<file path="config.mk">
export PLATFORM = sky130hd
export DESIGN_NAME = mdu
export DESIGN_NICKNAME = d
export VERILOG_FILES = /design/src/design/rv_m_pkg.sv /design/src/design/mdu_types_pkg.sv /design/src/design/mdu.sv /design/src/design/div_unit.sv /design/src/design/mul_unit.sv
export SDC_FILE = /design/constraint.sdc
export NUM_CORES = 2
export LEC_CHECK = 0
export BUFFER_PORTS_ARGS = -buffer_cell sky130_fd_sc_hd__buf_2
export CORE_ASPECT_RATIO = 0.8
export CORE_UTILIZATION = 41
export DETAILED_ROUTE_END_ITERATION = 6
export GPL_ROUTABILITY_DRIVEN = 0
export PLACE_DENSITY = 0.56
export SLEW_MARGIN = 20
export SYNTH_ARGS = -nofsm -noshare
export SYNTH_HDL_FRONTEND = slang
export SYNTH_SLANG_ARGS = --single-unit
</file>
<file path="constraint.sdc">
create_clock -name clk_i -period 26.3 [get_ports clk_i]
set_input_delay 3.945 -clock clk_i [delete_from_list [all_inputs] [get_ports clk_i]]
set_output_delay 3.945 -clock clk_i [all_outputs]
set_load 0.005 [all_outputs]
</file>
<file path="src/design/rv_m_pkg.sv">
package rv_m_pkg;

    // ##################################################
    // register widths
    // ##################################################

    localparam int XLEN = 32;                         // rv32 register width

    typedef logic [XLEN-1:0]   word_t;                // one register value
    typedef logic [2*XLEN-1:0] dword_t;               // full multiplier product

    // ##################################################
    // m-extension funct3 encodings
    // ##################################################

    // bit 2 splits the multiplies from the divides
    typedef enum logic [2:0] {
        MUL_OP    = 3'b000,                           // low word, any sign
        MULH_OP   = 3'b001,                           // high word, signed x signed
        MULHSU_OP = 3'b010,                           // high word, signed x unsigned
        MULHU_OP  = 3'b011,                           // high word, unsigned x unsigned
        DIV_OP    = 3'b100,                           // signed quotient
        DIVU_OP   = 3'b101,                           // unsigned quotient
        REM_OP    = 3'b110,                           // signed remainder
        REMU_OP   = 3'b111                            // unsigned remainder
    } mdu_op_e;

endpackage
</file>
<file path="src/design/mdu_types_pkg.sv">
package mdu_types_pkg;

    import rv_m_pkg::*;

    // ##################################################
    // unit interfaces
    // ##################################################

    typedef struct packed {
        mdu_op_e op;                                  // funct3 of the instruction
        word_t   a;                                   // rs1 value, dividend
        word_t   b;                                   // rs2 value, divisor
    } mdu_req_t;

    typedef struct packed {
        word_t quotient;
        word_t remainder;
    } div_res_t;

    // ##################################################
    // divider control
    // ##################################################

    localparam int DIV_STEPS = 32;                    // one quotient bit per step

    typedef logic [$clog2(DIV_STEPS)-1:0] div_cnt_t;  // step counter

    typedef enum logic [1:0] {
        DIV_IDLE,                                     // waiting for start
        DIV_RUN,                                      // shift-subtract steps
        DIV_DONE                                      // sign fixup, done pulse
    } div_state_e;

endpackage

</file>
<file path="src/design/mdu.sv">
`timescale 1ns/1ps

module mdu #(
    parameter int MUL_LATENCY = 2                     // multiplier stages, 1 to 4
) (
    input  logic              clk_i,
    input  logic              rst_i,
    input  logic              ex_en_i,
    input  logic              en_i,
    input  rv_m_pkg::mdu_op_e mdu_op_i,
    input  rv_m_pkg::word_t   a1_i,
    input  rv_m_pkg::word_t   a2_i,
    output rv_m_pkg::word_t   result_o,
    output logic              mul_stall_o,
    output logic              div_stall_o
);

    import rv_m_pkg::*;
    import mdu_types_pkg::*;

    mdu_req_t req;
    logic     mul_req;
    logic     div_req;
    logic     mul_start;
    logic     div_start;
    logic     mul_wait_q;                             // multiply in flight
    logic     div_wait_q;                             // divide in flight

    dword_t   mul_product;
    logic     mul_done;
    div_res_t div_res;
    logic     div_done;

    word_t    sel_res;
    word_t    result_q;

    // ##################################################
    // request decode and start pulses
    // ##################################################

    assign req     = '{op: mdu_op_i, a: a1_i, b: a2_i};
    assign mul_req = ex_en_i & en_i & ~req.op[2];
    assign div_req = ex_en_i & en_i & req.op[2];

    assign mul_start = mul_req & ~mul_wait_q;         // first cycle of the request
    assign div_start = div_req & ~div_wait_q;

    always_ff @(posedge clk_i) begin
        if (rst_i) begin
            mul_wait_q <= 1'b0;
            div_wait_q <= 1'b0;
        end else begin
            if (mul_done) mul_wait_q <= 1'b0;
            else if (mul_start) mul_wait_q <= 1'b1;
            if (div_done) div_wait_q <= 1'b0;
            else if (div_start) div_wait_q <= 1'b1;
        end
    end

    mul_unit #(
        .MUL_LATENCY (MUL_LATENCY)
    ) u_mul_unit (
        .clk_i     (clk_i),
        .rst_i     (rst_i),
        .start_i   (mul_start),
        .req_i     (req),
        .product_o (mul_product),
        .done_o    (mul_done)
    );

    div_unit u_div_unit (
        .clk_i   (clk_i),
        .rst_i   (rst_i),
        .start_i (div_start),
        .req_i   (req),
        .res_o   (div_res),
        .done_o  (div_done)
    );

    // stall drops in the done cycle itself
    assign mul_stall_o = mul_req & ~mul_done;
    assign div_stall_o = div_req & ~div_done;

    // ##################################################
    // result select and hold
    // ##################################################

    always_comb begin
        unique case (req.op)
            MUL_OP:                       sel_res = mul_product[31:0];
            MULH_OP, MULHSU_OP, MULHU_OP: sel_res = mul_product[63:32];
            DIV_OP, DIVU_OP:              sel_res = div_res.quotient;
            default:                      sel_res = div_res.remainder;   // rem, remu
        endcase
    end

    always_ff @(posedge clk_i) begin
        if (rst_i) begin
            result_q <= '0;
        end else if (mul_done | div_done) begin
            result_q <= sel_res;
        end
    end

    assign result_o = (mul_done | div_done) ? sel_res : result_q;

endmodule

</file>
<file path="src/design/div_unit.sv">
`timescale 1ns/1ps

module div_unit (
    input  logic                    clk_i,
    input  logic                    rst_i,
    input  logic                    start_i,
    input  mdu_types_pkg::mdu_req_t req_i,
    output mdu_types_pkg::div_res_t res_o,
    output logic                    done_o
);

    import rv_m_pkg::*;
    import mdu_types_pkg::*;

    div_state_e state_q;
    div_cnt_t   cnt_q;

    word_t quo_q;                                     // dividend in, quotient out
    word_t rem_q;                                     // partial remainder
    word_t dvsr_q;                                    // divisor magnitude
    logic  neg_quo_q;
    logic  neg_rem_q;

    logic  signed_op;
    logic  a_neg;
    logic  b_neg;
    word_t a_mag;
    word_t b_mag;
    logic  div_zero;
    logic  overflow;
    logic  accept;

    logic [32:0] rem_shift;
    logic [32:0] diff;

    // ##################################################
    // operand decode
    // ##################################################

    assign signed_op = (req_i.op == DIV_OP) || (req_i.op == REM_OP);
    assign a_neg     = signed_op & req_i.a[31];
    assign b_neg     = signed_op & req_i.b[31];
    assign a_mag     = a_neg ? -req_i.a : req_i.a;   // most negative stays 2^31
    assign b_mag     = b_neg ? -req_i.b : req_i.b;

    assign div_zero  = (req_i.b == '0);
    assign overflow  = signed_op && (req_i.a == 32'h8000_0000) && (req_i.b == '1);
    assign accept    = start_i && (state_q == DIV_IDLE);   // busy unit drops starts

    // one restoring step
    assign rem_shift = {rem_q, quo_q[31]};
    assign diff      = rem_shift - {1'b0, dvsr_q};

    // ##################################################
    // control
    // ##################################################

    always_ff @(posedge clk_i) begin
        if (rst_i) begin
            state_q <= DIV_IDLE;
            cnt_q   <= '0;
        end else begin
            unique case (state_q)
                DIV_IDLE: begin
                    if (accept) begin
                        state_q <= (div_zero || overflow) ? DIV_DONE : DIV_RUN;
                        cnt_q   <= '0;
                    end
                end
                DIV_RUN: begin
                    cnt_q <= cnt_q + 1'b1;
                    if (cnt_q == div_cnt_t'(DIV_STEPS - 1)) begin
                        state_q <= DIV_DONE;
                    end
                end
                DIV_DONE: state_q <= DIV_IDLE;
                default:  state_q <= DIV_IDLE;
            endcase
        end
    end

    // ##################################################
    // datapath
    // ##################################################

    always_ff @(posedge clk_i) begin
        if (accept) begin
            if (div_zero) begin
                quo_q     <= '1;                      // isa result, no iteration
                rem_q     <= req_i.a;
                neg_quo_q <= 1'b0;
                neg_rem_q <= 1'b0;
            end else if (overflow) begin
                quo_q     <= req_i.a;
                rem_q     <= '0;
                neg_quo_q <= 1'b0;
                neg_rem_q <= 1'b0;
            end else begin
                quo_q     <= a_mag;
                rem_q     <= '0;
                dvsr_q    <= b_mag;
                neg_quo_q <= a_neg ^ b_neg;
                neg_rem_q <= a_neg;                   // remainder follows the dividend
            end
        end else if (state_q == DIV_RUN) begin
            quo_q <= {quo_q[30:0], ~diff[32]};
            rem_q <= diff[32] ? rem_shift[31:0] : diff[31:0];  // restore on borrow
        end
    end

    assign res_o.quotient  = neg_quo_q ? -quo_q : quo_q;
    assign res_o.remainder = neg_rem_q ? -rem_q : rem_q;
    assign done_o          = (state_q == DIV_DONE);

endmodule

</file>
<file path="src/design/mul_unit.sv">
`timescale 1ns/1ps

module mul_unit #(
    parameter int MUL_LATENCY = 2                     // pipeline stages, 1 to 4
) (
    input  logic                    clk_i,
    input  logic                    rst_i,
    input  logic                    start_i,
    input  mdu_types_pkg::mdu_req_t req_i,
    output rv_m_pkg::dword_t        product_o,
    output logic                    done_o
);

    import rv_m_pkg::*;

    logic signed [32:0] a_ext;                        // operand a, 33-bit two's complement
    logic signed [32:0] b_ext;
    logic signed [65:0] prod_full;

    dword_t                 prod_q [MUL_LATENCY];     // product per stage
    logic [MUL_LATENCY-1:0] vld_q;                    // valid per stage

    // ##################################################
    // operand extension
    // ##################################################

    // a 33-bit signed multiply covers all three sign mixes
    always_comb begin
        unique case (req_i.op)
            MULH_OP: begin
                a_ext = {req_i.a[31], req_i.a};
                b_ext = {req_i.b[31], req_i.b};
            end
            MULHSU_OP: begin
                a_ext = {req_i.a[31], req_i.a};
                b_ext = {1'b0, req_i.b};
            end
            default: begin                            // mul, mulhu
                a_ext = {1'b0, req_i.a};
                b_ext = {1'b0, req_i.b};
            end
        endcase
    end

    assign prod_full = a_ext * b_ext;                 // top two bits are sign copies

    // ##################################################
    // product pipeline
    // ##################################################

    always_ff @(posedge clk_i) begin
        if (rst_i) begin
            vld_q <= '0;
        end else begin
            vld_q[0] <= start_i;
            for (int i = 1; i < MUL_LATENCY; i++) begin
                vld_q[i] <= vld_q[i-1];
            end
        end
    end

    always_ff @(posedge clk_i) begin
        if (start_i) begin
            prod_q[0] <= prod_full[63:0];             // truncate to 64 bits
        end
        for (int i = 1; i < MUL_LATENCY; i++) begin
            if (vld_q[i-1]) begin
                prod_q[i] <= prod_q[i-1];             // each stage moves independently
            end
        end
    end

    assign product_o = prod_q[MUL_LATENCY-1];
    assign done_o    = vld_q[MUL_LATENCY-1];

endmodule

</file>
=== Yosys cells after proc, flatten, opt, wreduce, memory -nomap -nowiden ===
Memory sizes are Yosys's and may differ from the RTL's.
Cells that the tools add are included.

* Add/sub/neg operators: 6
* $mul: 1
* Equality and inequality tests: 13
* Multiplexer cells: 26
* Bitwise operators: 19
* Reduce and logical (&&, ||, !) cells: 19

{| class="wikitable"
|+ Operators by type and width
! kind !! count
|-
| $mux W32 || 13
|-
| $neg A32 Y32 || 4
|-
| $pmux W32 S3 || 1
|-
| $mux W33 || 2
|-
| $eq A32 B32 Y1 const B || 2
|-
| $mul A33 B33 Y64 || 1
|-
| $sub A33 B32 Y33 || 1
|-
| $logic_not A32 Y1 || 1
|-
| $pmux W5 S2 || 1
|-
| $reduce_or A2 Y1 || 5
|-
| $and A1 B1 Y1 || 9
|-
| $eq A3 B3 Y1 const B || 3
|-
| $not A1 Y1 || 8
|-
| $eq A3 B2 Y1 const B || 2
|-
| $mux W2 || 3
|-
| $add A5 B1 Y5 const B || 1
|-
| $eq A5 B5 Y1 const B || 1
|-
| $mux W5 || 1
|-
| $mux W1 || 4
|-
| $ne A2 B1 Y1 const B || 2
|-
| $pmux W2 S2 || 1
|-
| $reduce_and A2 Y1 || 2
|-
| $reduce_bool A2 Y1 || 2
|-
| $eq A3 B1 Y1 const B || 1
|-
| other kinds (10) || 13
|}

* Register bits: 141
* Bits in writable memories: 128
* Input port bits: 71
* Output and inout bits: 34
* Word-level logic and storage cells: 96
* Memories kept: 1

{| class="wikitable"
|+ Memories
! name !! words !! bits a word !! rd ports !! clocked after memory_dff !! write ports !! RTL line !! RTL
|-
| u_mul_unit.prod_q || 2 || 64 || 2 || 0 || 2 || mul_unit.sv:20 || <nowiki>dword_t prod_q [MUL_LATENCY];</nowiki>
|}

=== Depth between registers and ports, before layout ===
* Word-level depth: 8
* Depth in mapped cells: 33
* Gate-level depth less buffers: 30

=== Cells and area by module ===
Synthesis repeated with hierarchy kept, for this count alone.

* Cell total of the unflattened synthesis: 5,791
* Area total of the unflattened synthesis: 53,812.9 sq um

{| class="wikitable"
|+ Modules (own cells, without submodules)
! module !! times used !! cells each !! area an instance (sq um) !! seq. area each (sq um)
|-
| mul_unit || 1 || 4,394 || 42,199.2 || 3,883.7
|-
| div_unit || 1 || 1,018 || 8,733.4 || 3,083.0
|-
| mdu || 1 || 379 || 2,880.3 || 680.7
|}

=== Worst setup path before layout ===
Ideal clock, no wire load.

* Kind: input to register
* From: in mdu_op_i[0]
* To: mem u_mul_unit.prod_q[0][63] (netlist bit), data pin
* Setup time: 0.260 ns
* Data arrival time: 12.109 ns
* Required time: 26.040 ns
* Slack: 13.931 ns
* Stages: 29
* Buffers on the path: 3
* Cell sequence: clkbuf_1 -> xnor2_1 -> nor2_1 -> and2_0 -> clkbuf_1 -> nand2_1 -> fa_1 -> fa_1 -> inv_1 -> fa_1 -> inv_1 -> fa_1 -> inv_1 -> fa_1 -> fa_1 -> fa_1 -> inv_1 -> fa_1 -> inv_1 -> ha_1 -> clkbuf_1 -> a21oi_1 -> o21ai_0 -> a31o_2 -> a311o_1 -> a21oi_1 -> o211ai_1 -> a21oi_1 -> xnor2_1

{| class="wikitable"
|+ RTL lines
! item !! RTL line !! RTL
|-
| start: declaration || mdu.sv:10 || <nowiki>input rv_m_pkg::mdu_op_e mdu_op_i,</nowiki>
|-
| end: declaration || mul_unit.sv:20 ||
|}

==> results.txt <==
Post-synth EDFFs: 226
Startpoint Class: primary input
Critical Path End Type: flip-flop
I/O pins: 105
Vias per Instance: 5.36
Layout cells sized above 1: 0.0481
TritonCTS clock tree: built
Hold Path Cell Cnt: 0
Yosys top cell by area: fa_1
Area Growth Syn to Fin: 5.60%
CP required: 26630 ps
Min-delay src: u_mul_unit.prod_q[0][45]
Vias in the first global route: 40.1k
Commonest cells after routing, fill and taps aside: 1219 x inv_1, 1126 x fa_1, 883 x nand2_1
Drt wl/cell: 22.3 µm
Synth cell types: 75
Post-synthesis cell area: 52400 µm²
Relative slew slack: 0.204
Post-CTS setup buffers: 0
Crit path kind: primary input to flip-flop
Nets: 6932
Worst-path clk slew: 60 ps
Die area: 129000 µm²
Cts bufs inserted: 30
Crit path max-delay cell type: fa_1
Commonest non-fill, non-tap cell in the layout: inv_1
Final non-filler cell total: 7160
DRC viols: 0
Root buf cell: clkbuf_16
Syn Area/Cell: 9.35 µm²
Chip height: 322 µm
Async SR Flop Fraction: 0
Vias after detailed routing: 38.4k
Setup TNS: 0 ps
Core Region: 126000 µm²
CP max FO: 15
GR Util met3: 0.0442
Antenna Violating Nets Remaining: 0
Top cell type's share of synthesized area: 0.430
Count of pins over their slew limit: 0
Fin crit share: 0.492
Die W: 402 µm
Syn_nets: 7058
Cts hold-fix bufs: 0
Final setup viols: 0
Sequential-to-total area share from yosys stat: 0.146
Status: finished, final reports clean
Global-route track usage on met1: 0.378
Post-Route WL: 160000 µm
Area contributors post-synth: fa_1 43%, edfxtp_1 13%, inv_1 8.7%, nand2_1 6.3%, ha_1 6.0%
R2R depth: 14
Final critical-path required period: 12940 ps
Worst-Skew Late Latency: 590 ps
Hold crit path type: flip-flop to flip-flop
Max Clock Skew: 26.4 ps
I/O Buffers: 104
RSZ-0062 raised after global routing: no
Largest net degree at the start of global routing: 68
Synth Flop Type: edfxtp_1
Synth Warn #: 0
Sink Count: 269
Post_cts resized: 0
R2r startpoint: u_div_unit.quo_q[31]
Most used cell, CP: fa_1
Pre-antenna DRT Iters: 6
Total GRT Usage: 0.253
FMAX: 77.3 MHz
Post-DP HPWL: 121000 µm
Initial DRC count: 3218
Post-synthesis cell count: 5610
GR Layer Usage met2: 0.386
# H-tree levels: 1
Seq cells post-synth: 269
Setup crit start: mdu_op_i[1]
Rows: 116
Initial antenna violation count: 7
First-pass GRT wire length: 248000 µm
Initial core utilization: 0.416
Max-cap violation count: 0
Hold slack: 414 ps
Clock Path Buffers: 3
Pin slew with the least headroom to its limit: 1190 ps
Final Hold Fails: 0
WP data arrival: 13270 ps
Worst path max stage delay: 1000 ps
Dpl cells: 7104
GR peak layer: met2
GRT overflow: 0
[per-layer routing]
layer,vias to the layer above,share of wire
met5,-,0.00014
met4,4,0.019
met3,146,0.089
met2,1568,0.43
met1,19971,0.46
li1,16685,-
[Yosys cell counts, types with 6 or more instances]
cell type,instances
inv_1,1219
fa_1,1126
nand2_1,884
and2_1,287
clkbuf_1,268
ha_1,251
edfxtp_1,226
nor2_1,175
a21oi_1,154
xor2_1,116
o21ai_0,106
xnor2_1,106
buf_1,66
a21o_1,50
nor2b_1,49
dfxtp_1,43
o21a_1,36
nand3_1,34
o31ai_1,33
nor3_1,26
mux2i_1,25
a221oi_1,23
nand2b_1,22
o221ai_1,22
and3_1,20
nand4_1,19
o41ai_1,16
nor4_1,15
a211oi_1,14
o211ai_1,14
a31oi_1,13
or3_1,13
o21bai_1,11
or2_2,11
or4_1,11
buf_2,9
a21boi_0,7
a221o_1,7
nand3b_1,7
a311oi_1,6
[registers in the layout, indices dropped and copies added (netlist names), 2 cells and up]
| signal | cells |
|---|---|
| u_mul_unit.prod_q | 128 |
| u_div_unit.state_q | 2 |
| u_mul_unit.vld_q | 2 |
| u_div_unit.dvsr_q | 32 |
| u_div_unit.cnt_q | 5 |
| result_q | 32 |
| u_div_unit.quo_q | 32 |
| u_div_unit.rem_q | 32 |
[area by class of cell]
type                       instances  area, µm²
clock buffer                      40        828
tap                             1652       2070
multi-input combinational       3778      39000
fill                           12270      70600
clock inverter                    14        161
inverter                        1220       4580
sequential                       269       7650
antenna                            2       5.00
timing repair buffer             185       1130
[critical path, delay by kind of cell]
kind,cells,cell delay (ps)
AO/OA/AOI/OAI,7,1580
XOR/XNOR,2,250
adder cells (fa/ha/maj),9,5320
buffers and inverters,9,1480
AND/OR/NAND/NOR,3,640
[worst paths after layout]
path | to | slack, ps
setup / recovery | u_mul_unit.prod_q[0][63] | 13360
hold / removal | u_mul_unit.prod_q[0][109] | 410
setup reg to reg | u_div_unit.rem_q[22] | 21950
hold reg to reg | u_mul_unit.prod_q[0][109] | 410
[through the flow]
| step | cell area (µm²) | utilization | worst slack, ps |
|---|---|---|---|
| floorplan | 52400 | - | 13930 |
| global placement | 54400 | 0.432 | 12850 |
| detailed placement | 54400 | 0.432 | 12780 |
| CTS | 55400 | 0.440 | 13360 |
| global route | 55400 | 0.440 | 12840 |
| finish | 55400 | 0.440 | 13360 |
[kinds of logic (layout without fill, tap and decap cells)]
logic type / Yosys count / after routing / share of synthesized area
AO/OA/AOI/OAI: 560 / 560 / 0.0706
XOR/XNOR: 222 / 222 / 0.0371
adder cells (fa/ha/maj): 1377 / 1377 / 0.490
buffers and inverters: 1563 / 1459 / 0.112
flip-flops: 269 / 269 / 0.146
multiplexers: 27 / 27 / 0.00520
other: 0 / 2 / 0
AND/OR/NAND/NOR: 1592 / 1592 / 0.139
Power is left out: the tool's default activity adds up to more than one toggle a clock period on the data nets, which glitch-free logic cannot reach.
